## src/common/extmem_pkg.sv

```systemverilog
package extmem_pkg;

  // ------------------------------------------------------------
  // Widths and counts
  // ------------------------------------------------------------
  localparam int addr_w = 8;
  localparam int elem_w = 16;
  localparam int tag_w = 2;

  // Legal tags run from 0 up to count - 1
  localparam int ld_count = 3;
  localparam int st_count = 2;

  localparam int queue_depth = 4;
  localparam int pair_timeout = 16;
  localparam int mem_depth = 256;

  // ------------------------------------------------------------
  // Error codes
  // ------------------------------------------------------------
  localparam int err_w = 16;
  localparam logic [err_w-1:0] err_tag_oob = 16'h0021;
  localparam logic [err_w-1:0] err_pair_timeout = 16'h0022;

  // ------------------------------------------------------------
  // Channel payloads
  // ------------------------------------------------------------
  typedef struct packed {
    logic [tag_w-1:0]  tag;
    logic [addr_w-1:0] addr;
  } ld_req_t;

  typedef struct packed {
    logic [tag_w-1:0]  tag;
    logic [addr_w-1:0] addr;
  } st_addr_t;

  typedef struct packed {
    logic [tag_w-1:0]  tag;
    logic [elem_w-1:0] data;
  } st_data_t;

  typedef struct packed {
    logic [tag_w-1:0]  tag;
    logic [elem_w-1:0] data;
  } ld_rsp_t;

  // Write port from the store pairing logic into the memory
  typedef struct packed {
    logic              en;
    logic [addr_w-1:0] addr;
    logic [elem_w-1:0] data;
  } mem_wr_t;

endpackage

```

## src/store/store_tag_queue.sv

```systemverilog
`timescale 1ns/1ps

module store_tag_queue
  import extmem_pkg::*;
(
  input  logic              clk,
  input  logic              rst_n,
  input  logic              addr_push,
  input  logic [addr_w-1:0] addr_in,
  input  logic              data_push,
  input  logic [elem_w-1:0] data_in,
  input  logic              pop,
  output logic              addr_full,
  output logic              data_full,
  output logic              pair_ready,
  output logic              half_waiting,
  output logic [addr_w-1:0] head_addr,
  output logic [elem_w-1:0] head_data
);

  typedef logic [$clog2(queue_depth)-1:0] ptr_t;
  typedef logic [$clog2(queue_depth):0] cnt_t;

  logic [addr_w-1:0] addr_mem [queue_depth];
  logic [elem_w-1:0] data_mem [queue_depth];
  ptr_t addr_wr_ptr;
  ptr_t addr_rd_ptr;
  ptr_t data_wr_ptr;
  ptr_t data_rd_ptr;
  cnt_t addr_cnt;
  cnt_t data_cnt;
  logic addr_empty;
  logic data_empty;

  function automatic ptr_t next_ptr(input ptr_t p);
    return (p == ptr_t'(queue_depth - 1)) ? '0 : p + ptr_t'(1);
  endfunction

  assign addr_full  = (addr_cnt == cnt_t'(queue_depth));
  assign data_full  = (data_cnt == cnt_t'(queue_depth));
  assign addr_empty = (addr_cnt == '0);
  assign data_empty = (data_cnt == '0);

  assign pair_ready   = !addr_empty && !data_empty;
  assign half_waiting = addr_empty != data_empty;

  assign head_addr = addr_mem[addr_rd_ptr];
  assign head_data = data_mem[data_rd_ptr];

  // ------------------------------------------------------------
  // Address FIFO
  // ------------------------------------------------------------
  always_ff @(posedge clk or negedge rst_n) begin
    if (!rst_n) begin
      addr_wr_ptr <= '0;
      addr_rd_ptr <= '0;
      addr_cnt    <= '0;
    end else begin
      if (addr_push) begin
        addr_wr_ptr <= next_ptr(addr_wr_ptr);
      end
      if (pop) begin
        addr_rd_ptr <= next_ptr(addr_rd_ptr);
      end
      // Push and pop together leave the count alone
      if (addr_push && !pop) begin
        addr_cnt <= addr_cnt + cnt_t'(1);
      end else if (pop && !addr_push) begin
        addr_cnt <= addr_cnt - cnt_t'(1);
      end
    end
  end

  always_ff @(posedge clk) begin
    if (addr_push) begin
      addr_mem[addr_wr_ptr] <= addr_in;
    end
  end

  // ------------------------------------------------------------
  // Data FIFO
  // ------------------------------------------------------------
  always_ff @(posedge clk or negedge rst_n) begin
    if (!rst_n) begin
      data_wr_ptr <= '0;
      data_rd_ptr <= '0;
      data_cnt    <= '0;
    end else begin
      if (data_push) begin
        data_wr_ptr <= next_ptr(data_wr_ptr);
      end
      if (pop) begin
        data_rd_ptr <= next_ptr(data_rd_ptr);
      end
      if (data_push && !pop) begin
        data_cnt <= data_cnt + cnt_t'(1);
      end else if (pop && !data_push) begin
        data_cnt <= data_cnt - cnt_t'(1);
      end
    end
  end

  always_ff @(posedge clk) begin
    if (data_push) begin
      data_mem[data_wr_ptr] <= data_in;
    end
  end

endmodule

```

## src/store/store_pair_unit.sv

```systemverilog
`timescale 1ns/1ps

module store_pair_unit
  import extmem_pkg::*;
(
  input  logic                clk,
  input  logic                rst_n,
  input  st_addr_t            st_addr,
  input  logic                st_addr_valid,
  output logic                st_addr_ready,
  input  st_data_t            st_data,
  input  logic                st_data_valid,
  output logic                st_data_ready,
  input  logic                st_addr_tag_ok,
  input  logic                st_data_tag_ok,
  output logic [tag_w-1:0]    st_done_tag,
  output logic                st_done_valid,
  input  logic                st_done_ready,
  output mem_wr_t             mem_wr,
  output logic [st_count-1:0] half_waiting
);

  logic [st_count-1:0] addr_push;
  logic [st_count-1:0] data_push;
  logic [st_count-1:0] addr_full;
  logic [st_count-1:0] data_full;
  logic [st_count-1:0] pair_ready;
  logic [st_count-1:0] grant;
  logic [st_count-1:0] pop;
  logic [addr_w-1:0]   head_addr [st_count];
  logic [elem_w-1:0]   head_data [st_count];

  // ------------------------------------------------------------
  // One address/data queue pair per store tag
  // ------------------------------------------------------------
  for (genvar i = 0; i < st_count; i++) begin : g_queue
    store_tag_queue queue0 (
      .clk          (clk),
      .rst_n        (rst_n),
      .addr_push    (addr_push[i]),
      .addr_in      (st_addr.addr),
      .data_push    (data_push[i]),
      .data_in      (st_data.data),
      .pop          (pop[i]),
      .addr_full    (addr_full[i]),
      .data_full    (data_full[i]),
      .pair_ready   (pair_ready[i]),
      .half_waiting (half_waiting[i]),
      .head_addr    (head_addr[i]),
      .head_data    (head_data[i])
    );
  end

  // Ready looks at the tag and the target queue only, never at valid
  always_comb begin : route
    addr_push     = '0;
    data_push     = '0;
    st_addr_ready = 1'b0;
    st_data_ready = 1'b0;
    for (int i = 0; i < st_count; i++) begin
      if (st_addr.tag == tag_w'(i)) begin
        st_addr_ready = st_addr_tag_ok && !addr_full[i];
        addr_push[i]  = st_addr_valid && st_addr_tag_ok && !addr_full[i];
      end
      if (st_data.tag == tag_w'(i)) begin
        st_data_ready = st_data_tag_ok && !data_full[i];
        data_push[i]  = st_data_valid && st_data_tag_ok && !data_full[i];
      end
    end
  end

  // ------------------------------------------------------------
  // Pair grant, lowest tag first
  // ------------------------------------------------------------
  always_comb begin : grant_select
    grant       = '0;
    st_done_tag = '0;
    // Walk downward so the lowest ready tag is the last one kept
    for (int i = st_count - 1; i >= 0; i--) begin
      if (pair_ready[i]) begin
        grant       = '0;
        grant[i]    = 1'b1;
        st_done_tag = tag_w'(i);
      end
    end
  end

  assign st_done_valid = |pair_ready;
  assign pop = grant & {st_count{st_done_ready}};

  // Memory write happens on the same edge as the st_done transfer
  always_comb begin : write_port
    mem_wr.en   = st_done_valid && st_done_ready;
    mem_wr.addr = '0;
    mem_wr.data = '0;
    for (int i = 0; i < st_count; i++) begin
      if (grant[i]) begin
        mem_wr.addr = head_addr[i];
        mem_wr.data = head_data[i];
      end
    end
  end

endmodule

```

## src/verilog/pair_wait_timer.sv

```systemverilog
`timescale 1ns/1ps

module pair_wait_timer
  import extmem_pkg::*;
(
  input  logic                clk,
  input  logic                rst_n,
  input  logic [st_count-1:0] half_waiting,
  output logic [st_count-1:0] timeout_hit
);

  typedef logic [$clog2(pair_timeout + 1)-1:0] wait_cnt_t;

  for (genvar i = 0; i < st_count; i++) begin : g_tag
    wait_cnt_t wait_cnt;

    // Saturating count of cycles spent with only one half queued
    always_ff @(posedge clk or negedge rst_n) begin
      if (!rst_n) begin
        wait_cnt <= '0;
      end else if (!half_waiting[i]) begin
        wait_cnt <= '0;
      end else if (wait_cnt != wait_cnt_t'(pair_timeout)) begin
        wait_cnt <= wait_cnt + wait_cnt_t'(1);
      end
    end

    assign timeout_hit[i] = (wait_cnt == wait_cnt_t'(pair_timeout));
  end

endmodule

```

## src/verilog/fault_monitor.sv

```systemverilog
`timescale 1ns/1ps

module fault_monitor
  import extmem_pkg::*;
(
  input  logic                clk,
  input  logic                rst_n,
  input  ld_req_t             ld_req,
  input  st_addr_t            st_addr,
  input  st_data_t            st_data,
  input  logic                ld_req_valid,
  input  logic                st_addr_valid,
  input  logic                st_data_valid,
  input  logic [st_count-1:0] timeout_hit,
  output logic                ld_tag_ok,
  output logic                st_addr_tag_ok,
  output logic                st_data_tag_ok,
  output logic                error_valid,
  output logic [err_w-1:0]    error_code
);

  typedef enum logic {
    fm_clear,
    fm_latched
  } fm_state_t;

  fm_state_t state;
  logic tag_fault;
  logic timeout_fault;

  // Tag range checks
  assign ld_tag_ok      = ld_req.tag < tag_w'(ld_count);
  assign st_addr_tag_ok = st_addr.tag < tag_w'(st_count);
  assign st_data_tag_ok = st_data.tag < tag_w'(st_count);

  assign tag_fault = (ld_req_valid && !ld_tag_ok) ||
                     (st_addr_valid && !st_addr_tag_ok) ||
                     (st_data_valid && !st_data_tag_ok);
  assign timeout_fault = |timeout_hit;

  // ------------------------------------------------------------
  // First fault wins, held until reset
  // ------------------------------------------------------------
  always_ff @(posedge clk or negedge rst_n) begin
    if (!rst_n) begin
      state      <= fm_clear;
      error_code <= '0;
    end else if (state == fm_clear) begin
      if (tag_fault) begin
        state      <= fm_latched;
        error_code <= err_tag_oob;
      end else if (timeout_fault) begin
        state      <= fm_latched;
        error_code <= err_pair_timeout;
      end
    end
  end

  assign error_valid = (state == fm_latched);

endmodule

```

## src/verilog/mem_array.sv

```systemverilog
`timescale 1ns/1ps

module mem_array
  import extmem_pkg::*;
(
  input  logic             clk,
  input  ld_req_t          ld_req,
  input  logic             ld_req_valid,
  output logic             ld_req_ready,
  input  logic             ld_tag_ok,
  output ld_rsp_t          ld_data,
  output logic             ld_data_valid,
  input  logic             ld_data_ready,
  output logic [tag_w-1:0] ld_done_tag,
  output logic             ld_done_valid,
  input  logic             ld_done_ready,
  input  mem_wr_t          mem_wr
);

  logic [elem_w-1:0] mem [mem_depth];

  // ------------------------------------------------------------
  // Write port from the store path
  // ------------------------------------------------------------
  always_ff @(posedge clk) begin
    if (mem_wr.en) begin
      mem[mem_wr.addr] <= mem_wr.data;
    end
  end

  // ------------------------------------------------------------
  // Load path, answered in the same cycle
  // ------------------------------------------------------------
  // Data and done form one completion, each output waits on its partner
  assign ld_req_ready  = ld_tag_ok && ld_data_ready && ld_done_ready;
  assign ld_data_valid = ld_req_valid && ld_tag_ok && ld_done_ready;
  assign ld_done_valid = ld_req_valid && ld_tag_ok && ld_data_ready;

  assign ld_data.tag  = ld_req.tag;
  assign ld_data.data = mem[ld_req.addr];
  assign ld_done_tag  = ld_req.tag;

endmodule

```

## src/verilog/extmem_top.sv

```systemverilog
`timescale 1ns/1ps

module extmem_top
  import extmem_pkg::*;
(
  input  logic             clk,
  input  logic             rst_n,
  input  ld_req_t          ld_req,
  input  logic             ld_req_valid,
  output logic             ld_req_ready,
  output ld_rsp_t          ld_data,
  output logic             ld_data_valid,
  input  logic             ld_data_ready,
  output logic [tag_w-1:0] ld_done_tag,
  output logic             ld_done_valid,
  input  logic             ld_done_ready,
  input  st_addr_t         st_addr,
  input  logic             st_addr_valid,
  output logic             st_addr_ready,
  input  st_data_t         st_data,
  input  logic             st_data_valid,
  output logic             st_data_ready,
  output logic [tag_w-1:0] st_done_tag,
  output logic             st_done_valid,
  input  logic             st_done_ready,
  output logic             error_valid,
  output logic [err_w-1:0] error_code
);

  logic                ld_tag_ok;
  logic                st_addr_tag_ok;
  logic                st_data_tag_ok;
  logic [st_count-1:0] half_waiting;
  logic [st_count-1:0] timeout_hit;
  mem_wr_t             mem_wr;

  // ------------------------------------------------------------
  // Store pairing
  // ------------------------------------------------------------
  store_pair_unit store0 (
    .clk            (clk),
    .rst_n          (rst_n),
    .st_addr        (st_addr),
    .st_addr_valid  (st_addr_valid),
    .st_addr_ready  (st_addr_ready),
    .st_data        (st_data),
    .st_data_valid  (st_data_valid),
    .st_data_ready  (st_data_ready),
    .st_addr_tag_ok (st_addr_tag_ok),
    .st_data_tag_ok (st_data_tag_ok),
    .st_done_tag    (st_done_tag),
    .st_done_valid  (st_done_valid),
    .st_done_ready  (st_done_ready),
    .mem_wr         (mem_wr),
    .half_waiting   (half_waiting)
  );

  pair_wait_timer timer0 (
    .clk          (clk),
    .rst_n        (rst_n),
    .half_waiting (half_waiting),
    .timeout_hit  (timeout_hit)
  );

  // ------------------------------------------------------------
  // Tag checks and error latch
  // ------------------------------------------------------------
  fault_monitor monitor0 (
    .clk            (clk),
    .rst_n          (rst_n),
    .ld_req         (ld_req),
    .st_addr        (st_addr),
    .st_data        (st_data),
    .ld_req_valid   (ld_req_valid),
    .st_addr_valid  (st_addr_valid),
    .st_data_valid  (st_data_valid),
    .timeout_hit    (timeout_hit),
    .ld_tag_ok      (ld_tag_ok),
    .st_addr_tag_ok (st_addr_tag_ok),
    .st_data_tag_ok (st_data_tag_ok),
    .error_valid    (error_valid),
    .error_code     (error_code)
  );

  // ------------------------------------------------------------
  // Memory and load path
  // ------------------------------------------------------------
  mem_array mem0 (
    .clk           (clk),
    .ld_req        (ld_req),
    .ld_req_valid  (ld_req_valid),
    .ld_req_ready  (ld_req_ready),
    .ld_tag_ok     (ld_tag_ok),
    .ld_data       (ld_data),
    .ld_data_valid (ld_data_valid),
    .ld_data_ready (ld_data_ready),
    .ld_done_tag   (ld_done_tag),
    .ld_done_valid (ld_done_valid),
    .ld_done_ready (ld_done_ready),
    .mem_wr        (mem_wr)
  );

endmodule

```

## config.mk

```make
export PLATFORM = sky130hd
export DESIGN_NAME = extmem_top
export DESIGN_NICKNAME = d
export VERILOG_FILES = /design/src/common/extmem_pkg.sv /design/src/store/store_tag_queue.sv /design/src/store/store_pair_unit.sv /design/src/verilog/pair_wait_timer.sv /design/src/verilog/fault_monitor.sv /design/src/verilog/mem_array.sv /design/src/verilog/extmem_top.sv
export SDC_FILE = /design/constraint.sdc
export NUM_CORES = 2
export LEC_CHECK = 0
export BUFFER_PORTS_ARGS = -buffer_cell sky130_fd_sc_hd__buf_2
export CAP_MARGIN = 15
export CORE_UTILIZATION = 65
export DETAILED_ROUTE_END_ITERATION = 6
export PLACE_DENSITY_LB_ADDON = 0.2
export SYNTH_ARGS = -nofsm -noshare
export SYNTH_HDL_FRONTEND = slang
export SYNTH_MEMORY_MAX_BITS = 65536
export SYNTH_SLANG_ARGS = --single-unit
export TNS_END_PERCENT = 30
```

## constraint.sdc

```tcl
create_clock -name clk -period 9.2 [get_ports clk]
set_input_delay 0.46 -clock clk [delete_from_list [all_inputs] [get_ports clk]]
set_output_delay 0.46 -clock clk [all_outputs]
set_load 0.05 [all_outputs]
```

# == After elaboration in Yosys (flattened, before gate mapping) ==
# Memory sizes are Yosys's and may differ from the RTL's.
# Cells that the tools add are included.
# totals
reg_bits,55
n_memories,5
elab_cells,177
in_bits,46
mem_bits_rw,4288
out_inout_bits,45
# classes
addsub,18
mux,49
n_lt_le_gt_ge,3
n_reduce_logical,62
n_eq_ne,22
n_bitwise,2
# memory_table
memory,words,word_bits,rd,rd_ports_with_merged_regs,write_ports,line,source
mem0.mem,256,16,1,0,1,mem_array.sv:20,logic [elem_w-1:0] mem [mem_depth];
store0.g_queue[0].queue0.data_mem,4,16,1,0,1,store_tag_queue.sv:25,logic [elem_w-1:0] data_mem [queue_depth];
store0.g_queue[1].queue0.data_mem,4,16,1,0,1,store_tag_queue.sv:25,
store0.g_queue[0].queue0.addr_mem,4,8,1,0,1,store_tag_queue.sv:24,logic [addr_w-1:0] addr_mem [queue_depth];
store0.g_queue[1].queue0.addr_mem,4,8,1,0,1,store_tag_queue.sv:24,
# op_table
operator,n
two-way mux 24 bit,2
two-way mux 16 bit,2
logical AND 1 bit,29
two-way mux 3 bit,8
two-way mux 1 bit,23
two-way mux 2 bit,10
two-way mux 5 bit,4
zero test 1 bit,17
adder 2 x 1 -> 2 bit (second input constant),8
equality test 2 bit (second input constant),8
adder 3 x 1 -> 3 bit (second input constant),4
equality test 3 bit (second input constant),4
zero test 3 bit,4
subtractor 3 x 1 -> 3 bit (second input constant),4
adder 5 x 1 -> 5 bit (second input constant),2
equality test 5 bit (second input constant),2
!= test 5 bit (second input constant),2
nonzero test 2 bit,5
less-than comparator 2 bit (second input constant),3
equality test 2 x 1 -> 1 bit (second input constant),2
zero test 2 bit,2
!= test 2 x 1 -> 1 bit (second input constant),2
OR reduction 2 bit,2
bitwise AND 2 bit,1
other kinds (4),6

# == Logic depth before layout (Yosys ltp) ==
# depth
ltp_word,9
ltp_mapped,13
mapped_depth_nobuf,10

# == Hierarchy ==
# Synthesis repeated with hierarchy kept, for this count alone.
# hier_totals
hier_cells,7932
area_unflattened_um2,168958.3
# modules_own_cells
mod,seq_area_each_um2,cells_per_inst,area_per_inst_um2,instances
mem_array,122998.0,7398,159015.0,1
store_tag_queue (store0.g_queue[1].queue0),3233.1,200,4339.2,1
store_tag_queue (store0.g_queue[0].queue0),3233.1,200,4335.4,1
pair_wait_timer,250.2,54,580.6,1
store_pair_unit,0.0,48,395.4,1
fault_monitor,100.1,32,292.8,1

# == Worst setup path before layout ==
# No wires, ideal clock.
# synth_timing
path_type,reg-to-reg
from,reg store0.g_queue[0].queue0.data_cnt[1]
to,mem mem0.mem[0][10] (data pin)
n_path_buf,4
path_slack_ns,2.574
setup_time_ns,0.864
stages_incl_launch_ff,9
arrival_ns,5.762
required_time_ns,8.336
synth_period_minus_slack_ns,6.626
cell_sequence,dfrtp_1 > or3_1 > ha_1 > clkbuf_1 > nor2b_1 > clkbuf_1 > clkbuf_1 > clkbuf_1 > a22o_1
# synth_rtl
element,line,source
"start, declared",store_tag_queue.sv:31,cnt_t data_cnt;
"start signal, assigned",store_tag_queue.sv:96,data_cnt <= data_cnt + cnt_t'(1);
"start signal, assigned",store_tag_queue.sv:98,data_cnt <= data_cnt - cnt_t'(1);
"end, declared",mem_array.sv:20,

==> out/results.md <==
| Parameter | This run |
|---|---|
| Outcome | complete, but fails checks |
| Violated checks | max-slew violations |
| Worst path bufs/invs | 4 |
| Highest-count cells in the layout ignoring fill and taps | sky130_fd_sc_hd__edfxtp_1 (4288), sky130_fd_sc_hd__mux4_2 (900), sky130_fd_sc_hd__clkbuf_16 (424) |
| Crit path largest cell delay | 0.98 ns |
| Iteration-0 DRC count of the detailed router | 12900 |
| Arrival time of data at the critical path endpoint | 5.59 ns |
| Max clock buf depth | 4 |
| Actual slew at the worst max-slew pin | 1.82 ns |
| NumNets Final | 8340 |
| Number of library cell types mapped by synthesis | 59 |
| Post-route setup TNS | 0 ns |
| Total placed instance area | 173000 um2 |
| Post-synthesis cell count | 7815 |
| Post-Layout Cell Count | 12000 |
| Share of cells above drive strength 1 | 24.2% |
| Clock insertion delay at the later pin of the skew report | 0.95 ns |
| Congestion Overflow GR | 0 |
| Biggest fanout along the worst timing path | 59 |
| Routability cong. | 0.940 |
| Fraction of the cycle the final worst path needs | 65.8% |
| Port bufs | 76 |
| Number of standard-cell rows in the floorplan | 186 |
| Final design utilization | 72.9% |
| Vias in the first global route | 83300 |
| Worst hold margin | 0.0854 ns |
| Top achievable clock speed | 0.165 GHz |
| Post-synthesis register bit count | 4330 |
| CP Cell Sequence | buf_8 -> buf_4 -> buf_4 -> mux4_2 -> a22o_1 -> a221oi_1 -> o22ai_1 -> o32ai_1 -> nor4_1 -> buf_2 |
| Dpl ws | 3.30 ns |
| Clock root buffer | sky130_fd_sc_hd__clkbuf_16 |
| CTS tree | yes |
| Unrepaired setup endpoints after global routing | false |
| Final hold viol count | 0 |
| Reg area | 130000 um2 |
| Worst setup margin | 3.15 ns |
| Clock-pin transition on the worst setup and hold timing paths | 0.06 ns |
| Routed via count | 85300 |
| Cell with the largest stage delay on the worst path | sky130_fd_sc_hd__o32ai_1 |
| Hold path cells | 5 |
| Placed instance count | 11200 |
| Detailed-route DRC error count | 0 |
| Vertical die dimension | 510 um |
| Number of sinks driven by the clock tree | 4330 |
| Maximum capacitance violations | 0 |
| Worst min-delay path endpoint | store0.g_queue[0].queue0.addr_wr_ptr[1]$_DFFE_PN0P_ |
| Post-route minimum period | 6.05 ns |
| Initial cell density of the core | 65.3% |
| Clock buffer count from CTS | 422 |
| Most frequently used flop master after synthesis | sky130_fd_sc_hd__edfxtp_1 |
| Number of antenna violations at the first check in global routing | 17 |
| Portion of the post-synthesis area used by sequential elements | 77.4% |
| Cell count of the worst reg-to-reg path | 11 |
| Worst vdd ir | 0.000686 V |
| Hold Path Class | primary input to register |
| Post-DRT Antenna Nets | 0 |
| Synthesis-to-finish area growth | 11.6% |
| Power density normalized to cell area | 296 nW/um2 |
| Leakage power of the design | 59.6 nW |
| Critical R2R Launch | store0.g_queue[0].queue0.data_cnt[0]$_DFFE_PN0P_ |
| Die area | 260000 um2 |
| Cell type with the largest total area after synthesis | sky130_fd_sc_hd__edfxtp_1 |
| Largest net degree at the start of global routing | 209 |
| Wire length reported by the detailed router | 428 mm |
| Required time of the critical path | 8.74 ns |
| Global-route usage over all layers | 33.2% |
| Cell types with the largest area share after synthesis | sky130_fd_sc_hd__edfxtp_1 (77%), sky130_fd_sc_hd__mux4_2 (12%), sky130_fd_sc_hd__mux2i_1 (2.2%), sky130_fd_sc_hd__nor2_1 (0.76%), sky130_fd_sc_hd__o221ai_1 (0.71%) |
| Initial DRT Pass Iterations | 6 |
| Number of vias per cell | 7.12 |
| Largest delay share family, worst path | compound AO/OA/AOI/OAI gates |
| Commonest non-fill, non-tap cell in the layout | sky130_fd_sc_hd__edfxtp_1 |
| Worst setup skew after layout | 0.0790 ns |
| Most used cell, CP | sky130_fd_sc_hd__buf_4 |
| Count of filler cells inserted in the layout | 14000 |
| Worst-case headroom to the max-slew limit | -21.2% |
| Core area | 257000 um2 |
| Fin area | 187000 um2 |
| Post-route total power | 55.5 mW |
| Wire length of the first global-routing pass | 606 mm |
| H-tree Lvls | 5 |
| End of the worst register-to-register path | mem0.mem[93][3]$_DFFE_PP_ |
| Number of flops mapped to enable cells by yosys | 4288 |
| Max-slew violation total from the final report | 112 |
| Nature of the critical path endpoint | output port |
| Total of endpoints with negative setup slack in the final report | 0 |
| Mean cell area of the mapped netlist | 21.5 um2 |
| Half-perimeter wire length of the detailed placement result | 246 mm |
| CP Launch Type | primary input |
| Startpoint of the most critical hold path | st_addr[8] |
| WL/cell | 35.7 um |
| R2R Setup Slk | 4.34 ns |
| Number of primary I/O pins | 91 |
| Fraction of registers with async set/reset | 0.970% |
| Area of the mapped netlist | 168000 um2 |
| Post-synth top area share | 76.8% |
| Area taken by multi-input logic gates | 35300 um2 |
| Number of warnings issued by yosys | 0 |
| Type of the setup path with the least slack | primary input to output port |
| Die span in x | 510 um |
## report_power, final
part / switching [mW] / leakage (nW) / internal [mW] / total (mW)
registers: 0.237 / 39.2 / 27.9 / 28.1
clock network: 7.29 / 6.68 / 9.99 / 17.3
logic: 8.48 / 13.7 / 1.61 / 10.1
## synthesized netlist by cell type, types with 6 or more instances
master and number:
sky130_fd_sc_hd__buf_12 9, sky130_fd_sc_hd__a22o_1 49, sky130_fd_sc_hd__inv_1 19, sky130_fd_sc_hd__buf_2 78, sky130_fd_sc_hd__nor2b_1 6, sky130_fd_sc_hd__a2111oi_0 11, sky130_fd_sc_hd__nand4_1 32, sky130_fd_sc_hd__ha_1 30
sky130_fd_sc_hd__xor2_1 10, sky130_fd_sc_hd__o22ai_1 118, sky130_fd_sc_hd__clkbuf_1 222, sky130_fd_sc_hd__and2_1 27, sky130_fd_sc_hd__o221ai_1 135, sky130_fd_sc_hd__o21ai_0 92, sky130_fd_sc_hd__nor4_1 34, sky130_fd_sc_hd__a211oi_1 74
sky130_fd_sc_hd__nand3_1 49, sky130_fd_sc_hd__dfrtp_1 42, sky130_fd_sc_hd__mux2i_1 365, sky130_fd_sc_hd__mux2_2 44, sky130_fd_sc_hd__nor3_1 67, sky130_fd_sc_hd__xnor2_1 10, sky130_fd_sc_hd__or3_1 27, sky130_fd_sc_hd__buf_8 20
sky130_fd_sc_hd__a21oi_1 155, sky130_fd_sc_hd__a22oi_1 140, sky130_fd_sc_hd__edfxtp_1 4288, sky130_fd_sc_hd__nor2_1 338, sky130_fd_sc_hd__o2111ai_1 9, sky130_fd_sc_hd__o211ai_1 14, sky130_fd_sc_hd__mux4_1 10, sky130_fd_sc_hd__buf_6 51
sky130_fd_sc_hd__buf_4 64, sky130_fd_sc_hd__a211o_1 10, sky130_fd_sc_hd__a221o_1 9, sky130_fd_sc_hd__nand2_1 113, sky130_fd_sc_hd__buf_1 35, sky130_fd_sc_hd__a221oi_1 60, sky130_fd_sc_hd__mux4_2 900
## cells by family after synthesis
logic type / Yosys count / share of synthesized area [%]
DFF: 4330 / 77.4
muxes: 1319 / 14.7
AOI/OAI and AO/OA: 892 / 3.76
and+or+nand+nor: 717 / 1.93
buffers and inverters: 502 / 1.78
adders and majority gates: 34 / 0.272
xor gates and xnor gates: 20 / 0.104
other: 1 / 0.00224
## repair_timing
action	in CTS	in global routing
hold buffers	28	0
gates resized for setup	0	0
setup buffers	0	0
hold endpoints to repair	236	0
## how the worst max path moves through the flow
stage                                                                start                        end  slack, ns  cells past startpoint
final                                                            ld_req[1]                ld_data[10]       3.15                     10
after global routing                                             ld_req[0]                 ld_data[4]       3.18                     11
after CTS                                                        ld_req[0]                 ld_data[4]       3.30                     11
after detailed placement                                         ld_req[1]                ld_data[10]       3.30                     10
after global placement                                           ld_req[3]                ld_data[15]       3.03                     10
after floorplan           store0.g_queue[0].queue0.data_cnt[1]$_DFFE_PN0P_  mem0.mem[0][10]$_DFFE_PP_       2.57                      8
## per-layer routing
metal	vias to the layer above	GRT usage (%)	wire length (um)
met4	16	13.3	19100
met2	5928	51.0	202000
met1	44500	46.8	155000
met3	931	7.88	51900
met5	-	0	134
li1	34000	-	-
## area by class of cell
class / instances / share of cell area, %
clock buffer: 502 / 5.82
inverter: 20 / 0.0455
clock inverter: 255 / 1.49
multi-input combinational: 2996 / 18.8
sequential: 4330 / 69.4
tap: 3384 / 2.26
timing repair buffer: 490 / 2.16
antenna: 12 / 0.0160
## registers in the layout, indices dropped and copies added (netlist names)
name                               count
mem0.mem                            4096
monitor0.error_code                    3
monitor0.error_valid                   1
store0.g_queue.queue0.addr_cnt         6
store0.g_queue.queue0.addr_mem        64
store0.g_queue.queue0.addr_rd_ptr      4
store0.g_queue.queue0.addr_wr_ptr      4
store0.g_queue.queue0.data_cnt         6
store0.g_queue.queue0.data_mem       128
store0.g_queue.queue0.data_rd_ptr      4
store0.g_queue.queue0.data_wr_ptr      4
timer0.g_tag.wait_cnt                 10
## worst min-delay path, cell delays in order
cell	delay [ns]
sky130_fd_sc_hd__buf_2	0.11
sky130_fd_sc_hd__nor4b_1	0.06
sky130_fd_sc_hd__buf_4	0.18
sky130_fd_sc_hd__nand2_1	0.07
sky130_fd_sc_hd__o21ai_0	0.07
Note: power is estimated with default switching activity, not from simulation.
